$ cat config.mk
export PLATFORM = sky130hd
export DESIGN_NAME = resp_merge
export DESIGN_NICKNAME = d
export VERILOG_FILES = /design/src/hw/mem_pkg.sv /design/src/hw/resp_merge.sv
export VERILOG_INCLUDE_DIRS = /design/src /design/src/hw
export SDC_FILE = /design/constraint.sdc
export NUM_CORES = 1
export LEC_CHECK = 0
export ABC_CLOCK_PERIOD_IN_PS = 2500
export BUFFER_PORTS_ARGS = -buffer_cell sky130_fd_sc_hd__buf_2
export CORE_UTILIZATION = 39
export CTS_CLUSTER_SIZE = 28
export DETAILED_ROUTE_END_ITERATION = 10
export PLACE_DENSITY = 0.88
export RECOVER_POWER = 50
export REMOVE_ABC_BUFFERS = 1
export SLEW_MARGIN = 20
export SYNTH_ARGS = -nofsm -noshare
export SYNTH_HDL_FRONTEND = slang
export SYNTH_SLANG_ARGS = --single-unit
$ cat constraint.sdc
create_clock -name clk -period 2.5 [get_ports clk]
set_clock_uncertainty 0.1 [all_clocks]
set_input_delay 0.5 -clock clk [delete_from_list [all_inputs] [get_ports clk]]
set_output_delay 0.5 -clock clk [all_outputs]
set_load 0.02 [all_outputs]
$ cat src/hw/mem_consts.svh
`ifndef MEM_CONSTS_SVH
`define MEM_CONSTS_SVH

// data and address width
`define MEM_XLEN        32

// bank count must be a power of two
`define MEM_NR_BANKS    4
`define MEM_BANK_BITS   2     // addr[3:2]

// words per bank
`define MEM_BANK_DEPTH  256
`define MEM_ROW_BITS    8     // addr bits above the bank bits

// byte lanes per word
`define MEM_NR_LANES    (`MEM_XLEN / 8)

`endif
$ cat src/hw/mem_pkg.sv
`include "mem_consts.svh"

package mem_pkg;

    // memory op of the bundle in place of raw funct3
    typedef enum logic [3:0] {
        op_none = 4'd0,
        op_lb   = 4'd1,
        op_lh   = 4'd2,
        op_lw   = 4'd3,
        op_lbu  = 4'd4,
        op_lhu  = 4'd5,
        op_sb   = 4'd6,
        op_sh   = 4'd7,
        op_sw   = 4'd8
    } mem_op_e;

    // bundle from execute
    typedef struct packed {
        logic [`MEM_XLEN-1:0] pc;
        logic [`MEM_XLEN-1:0] inst;
        logic [`MEM_XLEN-1:0] alu_result;   // also the address
        logic [`MEM_XLEN-1:0] csr_value;
        logic [`MEM_XLEN-1:0] store_data;
        logic [4:0]           rd;
        logic                 rd_wen;
        logic [3:0]           csr_wen;
        logic                 jump_flag;
        mem_op_e              mem_op;
    } ex_mem_t;

    // bundle toward write-back
    typedef struct packed {
        logic [`MEM_XLEN-1:0] pc;
        logic [`MEM_XLEN-1:0] inst;
        logic [`MEM_XLEN-1:0] alu_result;
        logic [`MEM_XLEN-1:0] csr_value;
        logic [`MEM_XLEN-1:0] load_data;
        logic [4:0]           rd;
        logic                 rd_wen;
        logic [3:0]           csr_wen;
        logic                 jump_flag;
        logic                 is_load;
    } mem_wb_t;

    // word request with byte strobes for writes
    typedef struct packed {
        logic [`MEM_XLEN-1:0]     addr;
        logic [`MEM_XLEN-1:0]     wdata;
        logic [`MEM_NR_LANES-1:0] wstrb;
        logic                     write;
    } mem_req_t;

    // read data from one bank
    typedef struct packed {
        logic [`MEM_XLEN-1:0] rdata;
    } bank_rsp_t;

endpackage

$ cat src/hw/resp_merge.sv
`timescale 1ns/100ps
`include "mem_consts.svh"

module resp_merge import mem_pkg::*; (
    input  logic                     clk,
    input  logic                     rst_n,

    input  logic [`MEM_NR_BANKS-1:0] rsp_valid,
    input  bank_rsp_t                rsp [`MEM_NR_BANKS],

    output logic                     load_valid,
    input  logic                     load_ready,
    output logic [`MEM_XLEN-1:0]     load_rdata
);

    logic                 sel_valid;
    logic [`MEM_XLEN-1:0] sel_data;

    // lowest bank index wins
    always_comb begin
        sel_data = '0;
        for (int i = `MEM_NR_BANKS-1; i >= 0; i--) begin
            if (rsp_valid[i])
                sel_data = rsp[i].rdata;
        end
    end

    assign sel_valid = |rsp_valid;

    always_ff @(posedge clk) begin
        if (!rst_n)
            load_valid <= 1'b0;
        else if (sel_valid)
            load_valid <= 1'b1;
        else if (load_ready)
            load_valid <= 1'b0;   // taken by the stage
    end

    always_ff @(posedge clk) begin
        if (sel_valid)
            load_rdata <= sel_data;
    end

endmodule

==> out/results.tsv <==
stage	metric	value	unit
run_status	status	finished clean	
pwr	leakage	1.162	nW
clocking	Post-CTS Setup Bufs	0	
setup_path	Worst setup SP type	primary input	
yosys	Post-Syn Instances	155	
clocking	clock sink count	33	
final_layout	cell area after layout	2639	um^2
yosys	most common library cells after synthesis	32 x a22oi_1, 32 x edfxtp_1, 31 x a21oi_1, 31 x o22ai_1, 6 x buf_2	
final_layout	Layout area overhead	49.89	%
yosys	Synth area leaders	edfxtp_1 55%, a22oi_1 14%, o22ai_1 11%, a21oi_1 8.8%, buf_6 2.6%	
global_route	total track usage	24.20	%
yosys	Post-synth ARST share	0	%
placement	placed cell areas	2595	um^2
placement	placed instance count	362	
timing	Tcrit/Tclk final	75.63	%
clocking	CTS H-tree depth	2	
yosys	number of synthesized flops with an enable pin	32	
setup_path	Worst EP required	2.51	ns
clocking	CTS Root Cell	clkbuf_8	
global_route	largest net degree at the start of global routing	33	
run	Max-Cap Viols	0	
route	wirelength, routed	5897	um
timing	Slew Limit Headroom	28.70	%
yosys	post-synthesis register bit count	33	
die	Die Y-Extent	69.19	um
timing	crit path time final	1.891	ns
route	TritonRoute pass-1 iters	5	
die	Boundary Pins	168	
yosys	Top FF cell, synth	edfxtp_1	
setup_path	max incr delay on CP	0.87	ns
timing	highest clock rate	0.5289	GHz
yosys	post-synth cell types	19	
timing	worst-margin pin slew	1.069	ns
yosys	Mapped Avg Cell Area	11.36	um^2
die	core box area	4354	um^2
setup_path	crit path kind	primary input to flip-flop	
pwr	pwr/cell area	572.8	nW/um^2
final_layout	nets	452	
die	Die Area	4787	um^2
global_route	first-pass GRT wire length	9218	um
global_route	number of global-route vias before repair	1994	
route	Routed WL per cell	15.94	um
setup_path	worst path cell trace	buf_2 > or2b_1 > o22ai_1 > a21oi_1	
route	DR vias	2022	
route	DRT antenna net count	0	
clocking	Worst-path clk slew	0.07	ns
min_path	Hold/Removal Path Class	primary input to flip-flop	
yosys	number of synthesis warnings	0	
final_layout	fill cell count	387	
placement	RD Place Congestion	0.7330	
route	Detailed Route Iter0 Violations	126	
yosys	mapped cell area	1760	um^2
yosys	post-synthesis sequential area ratio	55.72	%
setup_path	Slowest cell on crit path	or2b_1	
clocking	hold buffer count at cts	0	
pwr	Max VDD drop	0.0003723	V
clocking	Clk Latency, worst-skew pair	0.27	ns
timing	final setup fails	0	
die	Horiz. Die Dim	69.19	um
die	Initial Utilization	40.43	%
clocking	CTS tree	done	
global_route	remaining global-route overflow	0	
timing	max-slew violation count	0	
yosys	area leader, netlist	edfxtp_1	
timing	unrepaired setup endpoints after global routing	no	
timing	Final Hold Viols	0	
final_layout	post-route insts no fill	370	
placement	# port buffers	167	
yosys	Yosys top cell area share	54.58	%
setup_path	CP Data Arrival Time	1.90	ns
route	vias per inst	5.465	
global_route	initial antenna violation count	0	
setup_path	critical path peak fanout	31	
clocking	CTS buffer count	5	
clocking	# resized after CTS	0	
route	post-route DRC violation count	0	
final_layout	share of cells above drive strength 1	46.86	%
die	row cnt	24	
setup_path	Crit path max-delay family	simple AND/OR/NAND/NOR gates	
setup_path	WP buf/inv	1	
clocking	deepest clock path buffer count	2	
final_layout	antenna diode count	0	
placement	DP HPWL	4325	um
setup_path	Crit. End Element	flip-flop	
==> sequential cells by signal, summed over array words and instances (netlist names) <==
register    cells
load_rdata     32
load_valid      1
==> metrics by stage <==
step	total power, mW	hold slack [ns]	setup TNS, ns	utilization (%)	setup slack, ns
2_1_floorplan	0.8943	0.5175	-3.052	-	-0.09551
5_1_grt	1.576	0.3390	0	60.60	0.5036
3_5_place_dp	1.100	0.4843	0	59.60	0.3323
4_1_cts	1.537	0.3356	0	61.93	0.6278
3_3_place_gp	1.086	0.4572	0	59.60	0.4085
6_report	1.512	0.3464	0	60.60	0.6091
==> layer usage <==
| layer | track usage [%] | vias up | share of wire, % |
|---|---|---|---|
| li1 | - | 970 | - |
| met1 | 26.90 | 931 | 37 |
| met2 | 43.37 | 113 | 54 |
| met3 | 6.395 | 8 | 7.3 |
| met4 | 10.20 | 0 | 1.5 |
| met5 | 0 | - | 0 |
==> cell families after synthesis <==
| logic type | after synthesis | share of synthesized area [%] |
|---|---|---|
| simple gates | 7 | 2.488 |
| compound gates | 96 | 34.75 |
| flops | 33 | 55.72 |
| buf+inv | 19 | 7.036 |
==> placed cells by master, fill, tap and decap left out, types with 2 or more instances in the layout <==
master    count
edfxtp_1     32
buf_2       133
a22oi_1      32
buf_4         4
inv_1         2
clkbuf_1     34
o22ai_1      31
clkbuf_8      7
a21oi_1      31
==> cell type report <==
cell class	count	area (um^2)	area share, %
timing repair buffer	172	828.3	31.39
inverter	2	7.507	0.2845
tap	52	65.06	2.466
clock inverter	1	5.005	0.1897
sequential	33	980.9	37.17
clock buffer	7	96.34	3.651
multi-input combinational	103	655.6	24.85
==> power breakdown <==
group	switching, mW	internal, mW	total (mW)
sequential	0.0175	0.679	0.697
clock	0.191	0.249	0.440
combinational	0.221	0.154	0.375
total	0.430	1.08	1.51
==> final timing paths <==
kind                            depth (start not counted)  slack [ns]                     from                 endpoint
worst max-delay path                                    4        0.61             rsp_valid[1]  load_rdata[0]$_DFFE_PP_
worst min-delay path                                    2        0.35                    rst_n  load_valid$_SDFFE_PN0P_
worst max register to register                          2        1.69  load_valid$_SDFFE_PN0P_  load_valid$_SDFFE_PN0P_
worst min register to register                          2        0.52  load_valid$_SDFFE_PN0P_  load_valid$_SDFFE_PN0P_
Note: power is estimated with default switching activity, not from simulation.
