`src/hw/mem_consts.svh`:
```
`ifndef MEM_CONSTS_SVH
`define MEM_CONSTS_SVH

// data and address width
`define MEM_XLEN        32

// bank count must be a power of two
`define MEM_NR_BANKS    4
`define MEM_BANK_BITS   2     // addr[3:2]

// words per bank
`define MEM_BANK_DEPTH  256
`define MEM_ROW_BITS    8     // addr bits above the bank bits

// byte lanes per word
`define MEM_NR_LANES    (`MEM_XLEN / 8)

`endif
```
`src/hw/mem_pkg.sv`:
```
`include "mem_consts.svh"

package mem_pkg;

    // memory op of the bundle in place of raw funct3
    typedef enum logic [3:0] {
        op_none = 4'd0,
        op_lb   = 4'd1,
        op_lh   = 4'd2,
        op_lw   = 4'd3,
        op_lbu  = 4'd4,
        op_lhu  = 4'd5,
        op_sb   = 4'd6,
        op_sh   = 4'd7,
        op_sw   = 4'd8
    } mem_op_e;

    // bundle from execute
    typedef struct packed {
        logic [`MEM_XLEN-1:0] pc;
        logic [`MEM_XLEN-1:0] inst;
        logic [`MEM_XLEN-1:0] alu_result;   // also the address
        logic [`MEM_XLEN-1:0] csr_value;
        logic [`MEM_XLEN-1:0] store_data;
        logic [4:0]           rd;
        logic                 rd_wen;
        logic [3:0]           csr_wen;
        logic                 jump_flag;
        mem_op_e              mem_op;
    } ex_mem_t;

    // bundle toward write-back
    typedef struct packed {
        logic [`MEM_XLEN-1:0] pc;
        logic [`MEM_XLEN-1:0] inst;
        logic [`MEM_XLEN-1:0] alu_result;
        logic [`MEM_XLEN-1:0] csr_value;
        logic [`MEM_XLEN-1:0] load_data;
        logic [4:0]           rd;
        logic                 rd_wen;
        logic [3:0]           csr_wen;
        logic                 jump_flag;
        logic                 is_load;
    } mem_wb_t;

    // word request with byte strobes for writes
    typedef struct packed {
        logic [`MEM_XLEN-1:0]     addr;
        logic [`MEM_XLEN-1:0]     wdata;
        logic [`MEM_NR_LANES-1:0] wstrb;
        logic                     write;
    } mem_req_t;

    // read data from one bank
    typedef struct packed {
        logic [`MEM_XLEN-1:0] rdata;
    } bank_rsp_t;

endpackage

```
`src/hw/mem_stage.sv`:
```
`timescale 1ns/100ps
`include "mem_consts.svh"

module mem_stage import mem_pkg::*; (
    input  logic                 clk,
    input  logic                 rst_n,

    input  logic                 in_valid,
    output logic                 in_ready,
    input  ex_mem_t              in_bundle,

    output logic                 out_valid,
    input  logic                 out_ready,
    output mem_wb_t              out_bundle,

    output logic                 req_valid,
    input  logic                 req_ready,
    output mem_req_t             req,

    input  logic                 load_valid,
    output logic                 load_ready,
    input  logic [`MEM_XLEN-1:0] load_rdata
);

    typedef enum logic [1:0] {
        st_idle,
        st_wait_req,
        st_wait_load
    } state_e;

    state_e                   state;
    ex_mem_t                  bundle_q;
    logic                     out_valid_q;     // finished result held in output reg
    logic [`MEM_XLEN-1:0]     load_data_q;

    logic                     in_fire;
    logic                     out_fire;
    logic                     req_fire;
    logic [1:0]               offset;
    logic [`MEM_NR_LANES-1:0] strb_base;
    logic [`MEM_XLEN-1:0]     load_shifted;
    logic [`MEM_XLEN-1:0]     load_ext;

    function automatic logic is_load_op(mem_op_e op);
        return op inside {op_lb, op_lh, op_lw, op_lbu, op_lhu};
    endfunction

    function automatic logic is_store_op(mem_op_e op);
        return op inside {op_sb, op_sh, op_sw};
    endfunction

    assign in_fire  = in_valid && in_ready;
    assign out_fire = out_valid && out_ready;
    assign req_fire = req_valid && req_ready;
    assign offset   = bundle_q.alu_result[1:0];

    // old result may leave while a new bundle enters
    assign in_ready   = (state == st_idle) && (!out_valid_q || out_ready);
    assign out_valid  = out_valid_q ||
                        (state == st_wait_req && is_store_op(bundle_q.mem_op) && req_ready);
    assign req_valid  = (state == st_wait_req);
    assign load_ready = (state == st_wait_load);

    always_ff @(posedge clk) begin
        if (!rst_n) begin
            state       <= st_idle;
            out_valid_q <= 1'b0;
        end else begin
            if (out_fire)
                out_valid_q <= 1'b0;
            case (state)
                st_idle: begin
                    if (in_fire) begin
                        if (in_bundle.mem_op != op_none)
                            state <= st_wait_req;
                        else
                            out_valid_q <= 1'b1;
                    end
                end
                st_wait_req: begin
                    if (req_fire) begin
                        if (is_store_op(bundle_q.mem_op)) begin
                            state       <= st_idle;
                            out_valid_q <= !out_ready;   // keep it if not taken now
                        end else begin
                            state <= st_wait_load;
                        end
                    end
                end
                st_wait_load: begin
                    if (load_valid) begin
                        state       <= st_idle;
                        out_valid_q <= 1'b1;
                    end
                end
                default: state <= st_idle;
            endcase
        end
    end

    always_ff @(posedge clk) begin
        if (in_fire)
            bundle_q <= in_bundle;
        if (load_valid && load_ready)
            load_data_q <= load_ext;
    end

    // store lanes before the address offset
    always_comb begin
        case (bundle_q.mem_op)
            op_sb:   strb_base = 4'b0001;
            op_sh:   strb_base = 4'b0011;
            op_sw:   strb_base = 4'b1111;
            default: strb_base = 4'b0000;
        endcase
    end

    always_comb begin
        req.addr  = {bundle_q.alu_result[`MEM_XLEN-1:2], 2'b00};
        req.wdata = bundle_q.store_data << {offset, 3'b000};
        req.wstrb = strb_base << offset;
        req.write = is_store_op(bundle_q.mem_op);
    end

    assign load_shifted = load_rdata >> {offset, 3'b000};

    always_comb begin
        case (bundle_q.mem_op)
            op_lb:   load_ext = {{(`MEM_XLEN-8){load_shifted[7]}}, load_shifted[7:0]};
            op_lh:   load_ext = {{(`MEM_XLEN-16){load_shifted[15]}}, load_shifted[15:0]};
            op_lbu:  load_ext = {{(`MEM_XLEN-8){1'b0}}, load_shifted[7:0]};
            op_lhu:  load_ext = {{(`MEM_XLEN-16){1'b0}}, load_shifted[15:0]};
            op_lw:   load_ext = load_shifted;
            default: load_ext = '0;
        endcase
    end

    always_comb begin
        out_bundle.pc         = bundle_q.pc;
        out_bundle.inst       = bundle_q.inst;
        out_bundle.alu_result = bundle_q.alu_result;
        out_bundle.csr_value  = bundle_q.csr_value;
        out_bundle.is_load    = is_load_op(bundle_q.mem_op);
        out_bundle.load_data  = is_load_op(bundle_q.mem_op) ? load_data_q : '0;
        out_bundle.rd         = bundle_q.rd;
        out_bundle.rd_wen     = bundle_q.rd_wen;
        out_bundle.csr_wen    = bundle_q.csr_wen;
        out_bundle.jump_flag  = bundle_q.jump_flag;
    end

endmodule

```
`config.mk`:
```
export PLATFORM = sky130hd
export DESIGN_NAME = mem_stage
export DESIGN_NICKNAME = d
export VERILOG_FILES = /design/src/hw/mem_pkg.sv /design/src/hw/mem_stage.sv
export VERILOG_INCLUDE_DIRS = /design/src /design/src/hw
export SDC_FILE = /design/constraint.sdc
export NUM_CORES = 1
export LEC_CHECK = 0
export ABC_AREA = 1
export BUFFER_PORTS_ARGS = -buffer_cell sky130_fd_sc_hd__buf_2
export CORE_AREA = 2 2 177 179
export DETAILED_ROUTE_END_ITERATION = 8
export DIE_AREA = 0 0 179 181
export PLACE_DENSITY_LB_ADDON = 0.1
export SETUP_SLACK_MARGIN = 0.02
export SYNTH_ARGS = -nofsm -noshare
export SYNTH_HDL_FRONTEND = slang
export SYNTH_SLANG_ARGS = --single-unit
```
`constraint.sdc`:
```
create_clock -name clk -period 15.91 [get_ports clk]
set_clock_uncertainty 0.1 [all_clocks]
set_input_delay 3.182 -clock clk [delete_from_list [all_inputs] [get_ports clk]]
set_output_delay 3.182 -clock clk [all_outputs]
set_load 0.02 [all_outputs]
```
==> summary.md <==
| Metric | Value |
|---|---|
| Sequential share of the synthesized area | 66.7% |
| First-pass GRT wire length | 37.5 mm |
| Commonest cells in the netlist | edfxtp_1, buf_4, nand2_1 |
| Synth Area in XOR/XNOR | 0% |
| CTS clk-pin slew, worst paths | 0.06 ns |
| CP max FO | 5 |
| Ys flop type | edfxtp_1 |
| Area leader, netlist | edfxtp_1 |
| Pre-antenna DRT Iters | 4 |
| Most Used Layer, Global Route | met2 |
| H-Tree Depth | 1 |
| Synth Area in Compound Gates | 4.75% |
| Mux cell area share after synthesis | 0.745% |
| Max_cap viols | 0 |
| Placed Area | 10,800 um2 |
| Worst setup SP type | primary input |
| Final setup fails | 0 |
| Starting Density | 31.0% |
| RSZ-0062 raised after global routing | false |
| Maximum VDD drop | 0.0871 mV |
| Die width | 179 um |
| Synth warn | 0 |
| Worst Setup SP | out_ready |
| Initial antenna violation count | 8 |
| Clock buffer depth | 3 |
| # fillers | 3,065 |
| Met2 usage | 26.7% |
| Vias per inst | 4.22 |
| Synth area leaders | edfxtp_1, buf_4, nand2_1 |
| Placed insts | 1,448 |
| Core Area | 30,300 um2 |
| Largest net degree at the start of global routing | 176 |
| Number of synthesized flops with an enable pin | 207 |
| Row count | 64 |
| CTS tree | yes |
| Max Fclk | 140 MHz |
| Area grow syn2layout | 23.9% |
| Slew HR | 27.6% |
| Final worst-path cycle share | 45.0% |
| Share of layout cells above drive strength 1 | 45.8% |
| FF-to-FF path depth | 7 |
| Avg Inst Size Synth | 11.9 um2 |
| Post-synthesis cell type count | 28 |
| Root buffer cell | clkbuf_16 |
| Initial DRC Count | 315 |
| DR vias | 6,323 |
| Fin. max-slew vios | 0 |
| Gr usage total | 15.4% |
| Routed wire per std cell | 17.2 um |
| Pwr dens | 175 nW/um2 |
| Finished Layout Cells | 1,499 |
| GR Util met1 | 17.3% |
| Yosys reg bits | 210 |
| Met3 GRT Util | 5.89% |
| Asr flop ratio synth | 0% |
| Req. time, crit path | 12.63 ns |
| Gr ovfl total | 0 |
| RR Endpoint | load_data_q[25]$_DFFE_PP_ |
| Crit path DAT | 3.88 ns |
| Most frequent cell after synthesis | edfxtp_1 |
| CTS Sinks | 210 |
| Flop2flop setup slack | 12.88 ns |
| Ports | 458 |
| Layout Utilization | 38.4% |
| Post-CTS resize count | 0 |
| Critical path endpoint | in_ready |
| Residual DRC | 0 |
| Die Y | 181 um |
| Worst r2r src | out_bundle[76]$_DFFE_PP_ |
| Post-synth top area share | 66.1% |
| Tmin final | 7.17 ns |
| Design area | 11,700 um2 |
| ANT nets after route | 0 |
| Critical Path Sink Type | output pin |
| Syn Std Cell Area | 9410 um2 |
| Clk_lat worst skew | 0.53 ns |
| Leak | 5.33 nW |
| Vias in the first global route | 6,431 |
| Final hold vios | 0 |
| Simple-gate share of the synthesized area | 10.0% |
| Hold_buf cts | 0 |
| Largest family of logic cells by synthesized area | buffers and inverters |
| Adder-cell share of the synthesized area | 0% |
| Min-delay worst type | reg -> reg |
| Die area | 32,400 um2 |
| Status | completed |
| Setup Fix Bufs, Post-CTS | 0 |
| CTS Buf Count | 26 |
| Placer Congestion | 0.804 |
| Routed WL | 25.8 mm |
| Fin nets | 1,293 |
| WS Path Type | in -> out |
| IO buf count | 455 |
| Worst Tran Pin Value | 1.09 ns |
| Synth Instances | 792 |
| Setup TNS Final | 0 ns |
| Dpl hpwl | 19.2 mm |
-- power breakdown --
part           internal (mW)  switching, mW
registers              0.785         0.0422
clock network          0.346          0.227
logic                  0.172          0.463
-- cells by family after synthesis --
group	Yosys count
and+or+nand+nor	233
other	1
buffers and inverters	261
muxes	7
DFF	210
AOI/OAI and AO/OA	80
-- registers in the layout, summed over array words and instances (netlist names) --
| register | count |
|---|---|
| bundle_q | 36 |
| load_data_q | 32 |
| out_valid_q | 1 |
| state | 2 |
| out_bundle | 139 |
-- per-stage QoR --
stage,power [mW],worst slack [ns],hold WS [ns]
2_1_floorplan,1.39,5.22,0.411
3_3_place_gp,1.49,8.76,0.454
3_5_place_dp,1.49,8.73,0.462
4_1_cts,2.07,8.73,0.470
5_1_grt,2.15,8.67,0.525
6_report,2.04,8.74,0.465
-- layout by cell type, fill, tap and decap left out, drive strengths merged --
cell / synthesis / routed
inv: 60 / 60
nand3b: 3 / 3
a31oi: 7 / 7
buf: 195 / 460
mux2i: 7 / 7
o31ai: 2 / 2
nor2: 87 / 87
o22ai: 1 / 1
or2: 1 / 1
nor3: 5 / 5
edfxtp: 207 / 207
o211ai: 1 / 1
clkinvlp: 0 / 1
a21oi: 26 / 26
nand2: 109 / 109
bufinv: 0 / 3
dfxtp: 3 / 3
diode: 0 / 4
clkbuf: 6 / 29
o21ai: 33 / 33
clkinv: 0 / 14
conb: 1 / 2
nand3: 28 / 28
a211oi: 1 / 1
a22oi: 9 / 9
-- per-layer routing --
metal  part of all wire, %  up-vias
met5                  0.27        -
met4                   2.3       10
met3                    10       53
met2                    50      276
met1                    37     2899
li1                      -     3085
-- final cells by class --
cell class / instances / area (um2) / area share, %
inverter: 60 / 228 / 1.95
timing repair buffer: 460 / 2330 / 20.0
clock inverter: 18 / 171 / 1.47
multi-input combinational: 322 / 1480 / 12.7
tap: 396 / 495 / 4.25
antenna: 4 / 10.0 / 0.0859
sequential: 210 / 6280 / 53.9
clock buffer: 29 / 662 / 5.68
-- worst max-delay path, stage by stage --
cell and delay, ns:
buf_2 0.11, nor2_1 0.34, nor2_1 0.09, buf_2 0.17
-- worst min-delay path by stage --
stage	from	cells after the start	end
after floorplan	state[1]$_SDFFE_PN0P_	2	state[1]$_SDFFE_PN0P_
after global placement	state[1]$_SDFFE_PN0P_	2	state[1]$_SDFFE_PN0P_
after global routing	state[1]$_SDFFE_PN0P_	2	state[1]$_SDFFE_PN0P_
after CTS	state[1]$_SDFFE_PN0P_	2	state[1]$_SDFFE_PN0P_
final	state[1]$_SDFFE_PN0P_	2	state[1]$_SDFFE_PN0P_
after detailed placement	state[1]$_SDFFE_PN0P_	2	state[1]$_SDFFE_PN0P_
Power figures use the tool's default switching activity.
